**src/hw/rvIsaPkg.sv**
```systemverilog
/* RV32I subset encodings: word and register index types,
   major opcodes, funct3 and funct7 values, ALU operations */
package rvIsaPkg;

    typedef logic [31:0] wordT;
    typedef logic [4:0]  regIdxT;

    // major opcodes, anything else halts the core
    typedef enum logic [6:0] {
        OpCompute = 7'b0110011,
        OpImm     = 7'b0010011,
        OpLui     = 7'b0110111,
        OpLoad    = 7'b0000011,
        OpStore   = 7'b0100011,
        OpBranch  = 7'b1100011,
        OpSystem  = 7'b1110011
    } opcodeE;

    typedef enum logic [3:0] {
        AluAdd = 4'd0,
        AluSub = 4'd1,
        AluAnd = 4'd2,
        AluOr  = 4'd3,
        AluXor = 4'd4,
        AluSlt = 4'd5,
        AluSll = 4'd6,
        AluSrl = 4'd7
    } aluOpE;

    // funct3 of compute and immediate compute
    localparam logic [2:0] Funct3AddSub = 3'b000;
    localparam logic [2:0] Funct3Sll    = 3'b001;
    localparam logic [2:0] Funct3Slt    = 3'b010;
    localparam logic [2:0] Funct3Xor    = 3'b100;
    localparam logic [2:0] Funct3Srl    = 3'b101;
    localparam logic [2:0] Funct3Or     = 3'b110;
    localparam logic [2:0] Funct3And    = 3'b111;

    // word-sized lw and sw
    localparam logic [2:0] Funct3Word   = 3'b010;

    // branch conditions
    localparam logic [2:0] Funct3Beq    = 3'b000;
    localparam logic [2:0] Funct3Bne    = 3'b001;

    // funct7 of the base ops and of sub
    localparam logic [6:0] Funct7Base   = 7'b0000000;
    localparam logic [6:0] Funct7Sub    = 7'b0100000;

endpackage

```
**src/hw/pipePkg.sv**
```systemverilog
/* control bundle, pipeline register layouts and the data-memory request */
package pipePkg;
    import rvIsaPkg::*;

    // decoded control, travels with the instruction into EX
    typedef struct packed {
        aluOpE aluOp;
        logic  srcBImm;
        logic  regWrEn;
        logic  memRd;
        logic  memWr;
        logic  isBranch;
        logic  branchNe;
        logic  isHalt;
    } ctrlT;

    typedef struct packed {
        logic valid;
        wordT pc;
        wordT inst;
    } ifIdT;

    typedef struct packed {
        logic   valid;
        ctrlT   ctrl;
        wordT   pc;
        regIdxT rs1;
        regIdxT rs2;
        regIdxT rd;
        wordT   rs1Data;
        wordT   rs2Data;
        wordT   imm;
    } idExT;

    typedef struct packed {
        logic   valid;
        logic   regWrEn;
        logic   memRd;
        logic   memWr;
        logic   isHalt;
        regIdxT rd;
        wordT   aluResult;
        wordT   storeData;
    } exMemT;

    // also the register-file write port and the late forwarding source
    typedef struct packed {
        logic   valid;
        logic   regWrEn;
        logic   isHalt;
        regIdxT rd;
        wordT   wbData;
    } memWbT;

    typedef struct packed {
        wordT addr;
        logic wrEn;
        wordT wrData;
    } dataReqT;

endpackage

```
**src/hw/fetchStage.sv**
```systemverilog
/* instruction fetch: program counter with hold and redirect, IF/ID register */
module fetchStage
    import rvIsaPkg::*, pipePkg::*;
#(
    parameter wordT ResetPc = '0
) (
    input  logic CLK,
    input  logic arstN,
    input  logic hold,
    input  logic redirect,
    input  wordT redirectPc,
    input  wordT instWord,
    output wordT instAddr,
    output ifIdT ifId
);

    wordT pc;

    // instruction memory answers in the same cycle
    assign instAddr = pc;

    always_ff @(posedge CLK or negedge arstN) begin
        if (!arstN) begin
            pc   <= ResetPc;
            ifId <= '0;
        end else if (redirect) begin
            // squash the wrong-path fetch
            pc         <= redirectPc;
            ifId.valid <= 1'b0;
        end else if (!hold) begin
            pc   <= pc + 32'd4;
            ifId <= '{valid: 1'b1, pc: pc, inst: instWord};
        end
    end

    // branch targets from EX land on whole words
    assert property (@(posedge CLK) disable iff (!arstN)
        redirect |-> redirectPc[1:0] == 2'b00)
        else $error("misaligned redirect target %h", redirectPc);

endmodule

```
**src/hw/decodeStage.sv**
```systemverilog
/* instruction decode: control and immediates, register file, load-use
   stall, sticky halt and the ID/EX register */
module decodeStage
    import rvIsaPkg::*, pipePkg::*;
(
    input  logic  CLK,
    input  logic  arstN,
    input  ifIdT  ifId,
    input  logic  redirect,
    input  memWbT memWb,
    output logic  hold,
    output idExT  idEx
);

    wordT       regFile [32];
    opcodeE     opcode;
    logic [2:0] funct3;
    logic [6:0] funct7;
    regIdxT     rs1Idx;
    regIdxT     rs2Idx;
    regIdxT     rdIdx;
    ctrlT       ctrl;
    wordT       imm;
    wordT       rs1Data;
    wordT       rs2Data;
    logic       usesRs1;
    logic       usesRs2;
    logic       badFunct;
    logic       rfWrEn;
    logic       loadUse;
    logic       haltSeen;

    assign opcode = opcodeE'(ifId.inst[6:0]);
    assign funct3 = ifId.inst[14:12];
    assign funct7 = ifId.inst[31:25];
    assign rdIdx  = ifId.inst[11:7];
    assign rs2Idx = ifId.inst[24:20];
    // lui reads x0, so the ALU adds zero to the upper immediate
    assign rs1Idx = (opcode == OpLui) ? '0 : ifId.inst[19:15];

    always_comb begin
        ctrl       = '0;
        ctrl.aluOp = AluAdd;
        usesRs1    = 1'b0;
        usesRs2    = 1'b0;
        badFunct   = 1'b0;
        case (opcode)
            OpCompute, OpImm: begin
                usesRs1      = 1'b1;
                usesRs2      = (opcode == OpCompute);
                ctrl.srcBImm = (opcode == OpImm);
                ctrl.regWrEn = 1'b1;
                case (funct3)
                    Funct3AddSub: begin
                        ctrl.aluOp = (opcode == OpCompute && funct7 == Funct7Sub) ?
                                     AluSub : AluAdd;
                    end
                    Funct3Sll: ctrl.aluOp = AluSll;
                    Funct3Slt: ctrl.aluOp = AluSlt;
                    Funct3Xor: ctrl.aluOp = AluXor;
                    Funct3Srl: ctrl.aluOp = AluSrl;
                    Funct3Or:  ctrl.aluOp = AluOr;
                    Funct3And: ctrl.aluOp = AluAnd;
                    default:   badFunct = 1'b1;
                endcase
                // funct7 only matters for register ops and shifts
                if (opcode == OpCompute || funct3 inside {Funct3Sll, Funct3Srl}) begin
                    badFunct = badFunct | !(funct7 == Funct7Base ||
                        (opcode == OpCompute && funct3 == Funct3AddSub &&
                         funct7 == Funct7Sub));
                end
            end
            OpLui: begin
                ctrl.srcBImm = 1'b1;
                ctrl.regWrEn = 1'b1;
            end
            OpLoad: begin
                usesRs1      = 1'b1;
                ctrl.srcBImm = 1'b1;
                ctrl.regWrEn = 1'b1;
                ctrl.memRd   = 1'b1;
                badFunct     = (funct3 != Funct3Word);
            end
            OpStore: begin
                usesRs1      = 1'b1;
                usesRs2      = 1'b1;
                ctrl.srcBImm = 1'b1;
                ctrl.memWr   = 1'b1;
                badFunct     = (funct3 != Funct3Word);
            end
            OpBranch: begin
                usesRs1       = 1'b1;
                usesRs2       = 1'b1;
                ctrl.isBranch = 1'b1;
                ctrl.branchNe = (funct3 == Funct3Bne);
                badFunct      = !(funct3 inside {Funct3Beq, Funct3Bne});
            end
            // ecall, every other system op and unknown opcodes
            default: ctrl.isHalt = 1'b1;
        endcase
        if (badFunct) begin
            ctrl        = '0;
            ctrl.isHalt = 1'b1;
            usesRs1     = 1'b0;
            usesRs2     = 1'b0;
        end
        // x0 is never a write target
        if (rdIdx == '0) begin
            ctrl.regWrEn = 1'b0;
        end
    end

    always_comb begin
        case (opcode)
            OpStore:  imm = {{20{ifId.inst[31]}}, ifId.inst[31:25], ifId.inst[11:7]};
            OpBranch: imm = {{20{ifId.inst[31]}}, ifId.inst[7], ifId.inst[30:25],
                             ifId.inst[11:8], 1'b0};
            OpLui:    imm = {ifId.inst[31:12], 12'b0};
            default:  imm = {{20{ifId.inst[31]}}, ifId.inst[31:20]};
        endcase
    end

    assign rfWrEn = memWb.valid && memWb.regWrEn;

    always_ff @(posedge CLK) begin
        if (rfWrEn) begin
            regFile[memWb.rd] <= memWb.wbData;
        end
    end

    // writeback in the same cycle passes straight through
    function automatic wordT readReg(regIdxT idx);
        if (idx == '0) begin
            return '0;
        end
        if (rfWrEn && memWb.rd == idx) begin
            return memWb.wbData;
        end
        return regFile[idx];
    endfunction

    always_comb begin
        rs1Data = readReg(rs1Idx);
        rs2Data = readReg(rs2Idx);
    end

    // load in EX whose result is needed here
    assign loadUse = ifId.valid && idEx.valid && idEx.ctrl.memRd && idEx.ctrl.regWrEn &&
                     ((usesRs1 && rs1Idx == idEx.rd) || (usesRs2 && rs2Idx == idEx.rd));
    assign hold = loadUse || haltSeen;

    always_ff @(posedge CLK or negedge arstN) begin
        if (!arstN) begin
            haltSeen <= 1'b0;
            idEx     <= '0;
        end else if (redirect || hold) begin
            idEx.valid <= 1'b0;
        end else begin
            haltSeen <= ifId.valid && ctrl.isHalt;
            idEx     <= '{valid: ifId.valid, ctrl: ctrl, pc: ifId.pc,
                          rs1: rs1Idx, rs2: rs2Idx, rd: rdIdx,
                          rs1Data: rs1Data, rs2Data: rs2Data, imm: imm};
        end
    end

    // writes to x0 are dropped at decode, never by the register file
    assert property (@(posedge CLK) disable iff (!arstN)
        rfWrEn |-> memWb.rd != '0)
        else $error("register x0 written");

endmodule

```
**src/hw/executeStage.sv**
```systemverilog
/* execute: operand forwarding, ALU, branch resolution, EX/MEM register */
module executeStage
    import rvIsaPkg::*, pipePkg::*;
(
    input  logic  CLK,
    input  logic  arstN,
    input  idExT  idEx,
    input  memWbT memWb,
    output logic  redirect,
    output wordT  redirectPc,
    output exMemT exMem
);

    wordT opA;
    wordT opB;
    wordT rs2Fwd;
    wordT aluResult;
    logic taken;

    // youngest producer wins
    function automatic wordT forward(regIdxT idx, wordT regData);
        if (exMem.valid && exMem.regWrEn && exMem.rd == idx) begin
            return exMem.aluResult;
        end
        if (memWb.valid && memWb.regWrEn && memWb.rd == idx) begin
            return memWb.wbData;
        end
        return regData;
    endfunction

    always_comb begin
        opA    = forward(idEx.rs1, idEx.rs1Data);
        rs2Fwd = forward(idEx.rs2, idEx.rs2Data);
        opB    = idEx.ctrl.srcBImm ? idEx.imm : rs2Fwd;
    end

    // loads, stores and lui all use the add
    always_comb begin
        case (idEx.ctrl.aluOp)
            AluAdd:  aluResult = opA + opB;
            AluSub:  aluResult = opA - opB;
            AluAnd:  aluResult = opA & opB;
            AluOr:   aluResult = opA | opB;
            AluXor:  aluResult = opA ^ opB;
            AluSlt:  aluResult = {31'b0, $signed(opA) < $signed(opB)};
            AluSll:  aluResult = opA << opB[4:0];
            AluSrl:  aluResult = opA >> opB[4:0];
            default: aluResult = opA + opB;
        endcase
    end

    // beq and bne only
    assign taken      = idEx.ctrl.isBranch && ((opA == rs2Fwd) != idEx.ctrl.branchNe);
    assign redirect   = idEx.valid && taken;
    assign redirectPc = idEx.pc + idEx.imm;

    always_ff @(posedge CLK or negedge arstN) begin
        if (!arstN) begin
            exMem <= '0;
        end else begin
            exMem <= '{valid: idEx.valid,
                       regWrEn: idEx.ctrl.regWrEn,
                       memRd: idEx.ctrl.memRd,
                       memWr: idEx.ctrl.memWr,
                       isHalt: idEx.ctrl.isHalt,
                       rd: idEx.rd,
                       aluResult: aluResult,
                       storeData: rs2Fwd};
        end
    end

    // a taken branch leaves a bubble behind it in ID/EX
    assert property (@(posedge CLK) disable iff (!arstN)
        redirect |=> !idEx.valid)
        else $error("redirect without squash of the younger instruction");

endmodule

```
**src/hw/memWriteStage.sv**
```systemverilog
/* memory access: data request, writeback select, MEM/WB register and halt */
module memWriteStage
    import rvIsaPkg::*, pipePkg::*;
(
    input  logic    CLK,
    input  logic    arstN,
    input  exMemT   exMem,
    input  wordT    dataRdData,
    output dataReqT dataReq,
    output memWbT   memWb,
    output logic    halt
);

    logic haltLatched;

    // store happens on the next rising edge
    assign dataReq = '{addr: exMem.aluResult,
                       wrEn: exMem.valid && exMem.memWr,
                       wrData: exMem.storeData};

    always_ff @(posedge CLK or negedge arstN) begin
        if (!arstN) begin
            memWb       <= '0;
            haltLatched <= 1'b0;
        end else begin
            memWb <= '{valid: exMem.valid,
                       regWrEn: exMem.regWrEn,
                       isHalt: exMem.isHalt,
                       rd: exMem.rd,
                       wbData: exMem.memRd ? dataRdData : exMem.aluResult};
            if (memWb.valid && memWb.isHalt) begin
                haltLatched <= 1'b1;
            end
        end
    end

    // high from the halting writeback until reset
    assign halt = haltLatched || (memWb.valid && memWb.isHalt);

    // everything younger than the halting instruction was squashed
    assert property (@(posedge CLK) disable iff (!arstN)
        halt |-> !dataReq.wrEn)
        else $error("store issued after halt");

endmodule

```
**src/hw/pipelineCpu.sv**
```systemverilog
/* five-stage RV32I subset core, top level connecting the four stages */
module pipelineCpu
    import rvIsaPkg::*, pipePkg::*;
#(
    parameter wordT ResetPc = '0
) (
    input  logic    CLK,
    input  logic    arstN,
    output wordT    instAddr,
    input  wordT    instWord,
    output dataReqT dataReq,
    input  wordT    dataRdData,
    output logic    halt
);

    ifIdT  ifId;
    idExT  idEx;
    exMemT exMem;
    memWbT memWb;
    logic  hold;
    logic  redirect;
    wordT  redirectPc;

    fetchStage #(
        .ResetPc    (ResetPc)
    ) i_fetchStage (
        .CLK        (CLK),
        .arstN      (arstN),
        .hold       (hold),
        .redirect   (redirect),
        .redirectPc (redirectPc),
        .instWord   (instWord),
        .instAddr   (instAddr),
        .ifId       (ifId)
    );

    decodeStage i_decodeStage (
        .CLK        (CLK),
        .arstN      (arstN),
        .ifId       (ifId),
        .redirect   (redirect),
        .memWb      (memWb),
        .hold       (hold),
        .idEx       (idEx)
    );

    executeStage i_executeStage (
        .CLK        (CLK),
        .arstN      (arstN),
        .idEx       (idEx),
        .memWb      (memWb),
        .redirect   (redirect),
        .redirectPc (redirectPc),
        .exMem      (exMem)
    );

    memWriteStage i_memWriteStage (
        .CLK        (CLK),
        .arstN      (arstN),
        .exMem      (exMem),
        .dataRdData (dataRdData),
        .dataReq    (dataReq),
        .memWb      (memWb),
        .halt       (halt)
    );

endmodule

```
**config.mk**
```make
export PLATFORM = sky130hd
export DESIGN_NAME = pipelineCpu
export DESIGN_NICKNAME = d
export VERILOG_FILES = /design/src/hw/rvIsaPkg.sv /design/src/hw/pipePkg.sv /design/src/hw/fetchStage.sv /design/src/hw/decodeStage.sv /design/src/hw/executeStage.sv /design/src/hw/memWriteStage.sv /design/src/hw/pipelineCpu.sv
export SDC_FILE = /design/constraint.sdc
export NUM_CORES = 2
export LEC_CHECK = 0
export BUFFER_PORTS_ARGS = -buffer_cell sky130_fd_sc_hd__buf_2
export CORE_ASPECT_RATIO = 0.5
export CORE_MARGIN = 5
export CORE_UTILIZATION = 39
export CTS_CLUSTER_DIAMETER = 150
export CTS_CLUSTER_SIZE = 30
export DETAILED_ROUTE_END_ITERATION = 8
export GPL_TIMING_DRIVEN = 0
export PLACE_DENSITY = 0.6
export SYNTH_ARGS = -nofsm -noshare
export SYNTH_HDL_FRONTEND = slang
export SYNTH_SLANG_ARGS = --single-unit
```
**constraint.sdc**
```tcl
create_clock -name CLK -period 17.7 [get_ports CLK]
set_clock_uncertainty 0.1 [all_clocks]
set_input_delay 0.885 -clock CLK [delete_from_list [all_inputs] [get_ports CLK]]
set_output_delay 0.885 -clock CLK [all_outputs]
set_load 0.02 [all_outputs]
```
==> reports/results.txt <==
The relative area change from synthesis to final layout works out to 9.276%. Clock latency on the worst-skew pair, taken at its later pin, is 810 ps. The checks that failed: max-capacitance violations, max-slew violations. Share of layout cells above drive strength 1: 0.1548.

For the pin with the worst max-slew slack, the measured transition is 1619 ps. The share of the cycle needed by the critical path after routing is 0.4865. The switching power as a share of total power was 0.4968. In the routed layout, each cell is associated on average with a via count of 6.618. The longest clock path from root to sink contains 3 buffers. Max-cap violations in this run came to 13.

Summed over all instances, the cell type with the most area after synthesis is sky130_fd_sc_hd__edfxtp_1. The number of buffers created by CTS was 53. The critical path depth works out to 24.

The die covers 203600 um2. The routed layout has 60974 vias. The area of the mapped netlist was 75710 um2. The number of antenna violations at the first check in global routing was 18. The leakage power of the design is 0.02956 uW.

Ranked by total cell area, the synthesized netlist is headed by sky130_fd_sc_hd__edfxtp_1 41%, sky130_fd_sc_hd__dfrtp_1 12%, sky130_fd_sc_hd__mux4_2 11%, sky130_fd_sc_hd__nand2_1 4.2%, sky130_fd_sc_hd__mux2i_1 2.7%. The cell type of the slowest stage on the worst timing path is sky130_fd_sc_hd__o41ai_1. sky130_fd_sc_hd__edfxtp_1 is the most common cell in the netlist.

The sequential cell fraction of total power is 0.355, and the wire length per cell is 35.85 um. TritonCTS built the clock tree. Entering global routing, the biggest net connects 117 pins. The power density relative to cell area works out to 169.3 nW/um2. For this design the top-level I/O count stands at 164. Reg2reg setup slack: 9090 ps. By count the netlist is led by 1024 x sky130_fd_sc_hd__edfxtp_1, 853 x sky130_fd_sc_hd__nand2_1, 367 x sky130_fd_sc_hd__dfrtp_1. The pre-CTS setup slack was 9462 ps; the logic depth of the worst register-to-register path was 24.

The data arrival at the endpoint of the critical path was 9010 ps; the number of fillers in the final layout was 18145. The total number of yosys warnings is 0. The tools report the worst hold slack as 235.2 ps. The cell at the root of the clock tree is sky130_fd_sc_hd__clkbuf_16.

The worst register-to-register path ends at i_executeStage.exMem[32]$_DFF_PN0_. The tools report the final core utilization as 0.4284. The worst hold path class was in2reg. The logs give 114 for the number of cell rows and 10435 for the count of routing violations after the opening detailed-route iteration.

Following the worst setup path forward leads to its endpoint at i_executeStage.exMem[32]$_DFF_PN0_. At the end of routability-driven placement, the weighted congestion stood at 1.024. In the final timing run, aggregate negative setup slack is 0 ps. The logs give 0.5275 for the sequential cell area fraction in the yosys report and 0.117 for the power share of the clock group. The worst setup path is launched from a flip-flop. After detailed routing, the total wire length is 330300 um. The first-pass GRT wire length was 453200 um; the highest fanout seen on the critical path was 11. The netlist uses 82 different library cells. The max-slew violation count came out at 235. The tools report the number of placed instances with taps included as 9107. The post-synthesis sequential element count was 1391; the number of buffers added on ports was 163.

STA classifies the critical path endpoint as a flip-flop. For this run, the slowest stage of the critical path takes 720 ps. For this run, design rule violations remaining after detail routing come to 0. Global route total overflow: 0. On the critical path the largest part of the delay comes from compound AO/OA/AOI/OAI gates.

At the end of the flow, the number of nets in the layout was 6766. The half-perimeter wire length of the detailed placement result was 245400 um. The run finished, with violations left. Traced cell by cell, the critical path runs through buf_4 > xnor2_1 > and4_1 > buf_2 > nand2_4 > buf_4 > mux2i_1 > o21ai_1 > mux2i_1 > clkbuf_1 > buf_1 > clkbuf_1 > ha_1 > o21a_1 > o21ai_0 > a211o_1 > a21oi_1 > o211ai_1 > a21oi_1 > nor3_1 > o21ai_0 > a21oi_1 > o41ai_1 > o311ai_0. In this run the number of H-tree levels came out at 2. The required time of the critical path was 18100 ps. The kind of critical path was reg2reg. The critical path contains buffers and inverters numbering 6 combined. The routed design could run at a clock period as short as 8611 ps. Measured along the y axis, the die boundary spans 321.6 um. The initial core utilization is 0.3920, and the switching power is 6958 uW. The most critical setup path has its startpoint at i_memWriteStage.memWb[32]$_DFF_PN0_.

The tools report the placeable core area as 193100 um2. The tools report the cell count after synthesis as 6291. The worst hold path passes through 2 cells. The final count of hold timing violations is 0.

The tools report the all-layer global routing usage as 0.3142. Final cell count without fillers: 9214. The worst IR drop on VDD was 99.50 uV; the number of synthesized flops with an enable pin was 1024.

The run gives 6489 as the net count after synthesis. Setup violations remaining at the end of the flow were counted as 0. The run gives 9089 ps as the final worst slack. The length of the first detailed-routing pass in iterations was 6; the internal power of the cells was 7046 uW.

Post-CTS timing repair inserted 0 buffers for setup. The number of global-route vias before repair came out at 57622. Cell with the most instances on the worst path: sky130_fd_sc_hd__a21oi_1.

The share of Yosys cell area claimed by the top area cell type works out to 0.4062. The run gives 0 as the count of nets left with antenna violations after detail routing. The startpoint identified for the worst register-to-register timing path is i_memWriteStage.memWb[32]$_DFF_PN0_. The worst slew margin relative to its limit was -0.07919; the maximum clock frequency was 116.1 MHz.

The dominant synthesized flop cell is sky130_fd_sc_hd__edfxtp_1. The part of the total power dissipated in combinational logic is 0.527. Share of flip-flops with an asynchronous set or reset: 0.2638. The die outline width works out to 633.1 um. Synthesized area per cell: 12.03 um2. Setup repair after global routing left no endpoint under its margin. The clock net in this run drives a total of 1391 sinks. Clock-pin slew was measured on the worst setup and hold paths at 120 ps.
==> worst reg2reg max path: cells and delay by family (launching register included) <==
family          cells  cell delay (ps)
mux                 2              720
compound gates     11             3480
buf+inv             6             2470
xor+xnor            1              190
flops               1              390
fa+ha+maj           1              360
simple gates        3              620
==> how the worst min path moves through the flow <==
stage                                        from                                   to
2_1_floorplan  i_executeStage.exMem[69]$_DFF_PN0_  i_memWriteStage.memWb[37]$_DFF_PN0_
3_3_place_gp   i_executeStage.exMem[69]$_DFF_PN0_  i_memWriteStage.memWb[37]$_DFF_PN0_
3_5_place_dp   i_executeStage.exMem[69]$_DFF_PN0_  i_memWriteStage.memWb[37]$_DFF_PN0_
6_report                             instWord[16]    i_fetchStage.ifId[16]$_DFFE_PN0P_
4_1_cts                              instWord[13]    i_fetchStage.ifId[13]$_DFFE_PN0P_
5_1_grt                              instWord[29]    i_fetchStage.ifId[29]$_DFFE_PN0P_
==> per-stage QoR <==
step | total power [uW] | instance area (um2)
after global placement | 11940 | 79790
after CTS | 13520 | 82510
after global routing | 14290 | 82680
after floorplan | 8675 | 75710
after detailed placement | 11920 | 81010
final | 14000 | 82730
==> flip-flops by register name (all words and copies together), names as in the netlist <==
register / cells
i_decodeStage.haltSeen: 1
i_decodeStage.idEx: 154
i_decodeStage.regFile: 1024
i_executeStage.exMem: 74
i_fetchStage.ifId: 65
i_fetchStage.instAddr: 32
i_memWriteStage.haltLatched: 1
i_memWriteStage.memWb: 40
==> cell type report <==
| type | count | area, um2 | share of cell area |
|---|---|---|---|
| Sequential cell | 1391 | 39950 | 0.4829 |
| Buffer | 571 | 2610 | 0.03155 |
| Clock buffer | 65 | 1371 | 0.01658 |
| Multi-Input combinational cell | 4214 | 32990 | 0.3988 |
| Antenna cell | 21 | 52.55 | 0.0006352 |
| Timing Repair Buffer | 222 | 1942 | 0.02347 |
| Inverter | 115 | 431.7 | 0.005218 |
| Clock inverter | 5 | 118.9 | 0.001437 |
| Tap cell | 2610 | 3266 | 0.03947 |
==> power by group through the flow <==
stage	clock network, uW	logic [uW]	registers, uW
floorplan	0	4110	4560
global placement	0	6910	5030
detailed placement	0	6880	5040
CTS	1630	6920	4970
global route	1750	7540	5000
finish	1640	7390	4980
==> layout by cell type, fill, tap and decap left out, types with 159 or more instances in the layout <==
cell | Yosys | layout
sky130_fd_sc_hd__nand3_1 | 309 | 309
sky130_fd_sc_hd__dfrtp_1 | 367 | 356
sky130_fd_sc_hd__clkbuf_1 | 363 | 367
sky130_fd_sc_hd__a311oi_1 | 209 | 209
sky130_fd_sc_hd__o21ai_0 | 233 | 233
sky130_fd_sc_hd__buf_2 | 60 | 233
sky130_fd_sc_hd__nand2_1 | 853 | 853
sky130_fd_sc_hd__mux2i_1 | 205 | 205
sky130_fd_sc_hd__nor2_1 | 266 | 234
sky130_fd_sc_hd__a21oi_1 | 265 | 265
sky130_fd_sc_hd__mux2_2 | 159 | 159
sky130_fd_sc_hd__edfxtp_1 | 1024 | 1024
sky130_fd_sc_hd__mux4_2 | 353 | 353
==> cells by family (layout without fill, tap and decap cells) <==
| logic type | after synthesis | count (layout) | synth area share |
|---|---|---|---|
| muxes | 749 | 749 | 0.1606 |
| buffers and inverters | 686 | 978 | 0.04001 |
| adders and majority gates | 132 | 132 | 0.02211 |
| and+or+nand+nor | 1858 | 1858 | 0.1112 |
| DFF | 1391 | 1391 | 0.5275 |
| other | 0 | 21 | 0 |
| xor gates and xnor gates | 158 | 158 | 0.01828 |
| AOI/OAI and AO/OA | 1317 | 1317 | 0.1204 |
==> per-layer routing <==
metal  vias to the layer above  wire length [um]  global-route usage
li1                      24612                 -                   -
met1                     30769            122100              0.4072
met2                      4686            142400              0.4718
met3                       891             45800              0.1112
met4                        16             19390              0.1466
met5                         -               586            0.009722
==> what timing repair did <==
item	in CTS	in global routing
hold endpoints to repair	50	0
hold buffers	1	0
gates resized for setup	0	0
Power figures use the tool's default switching activity.
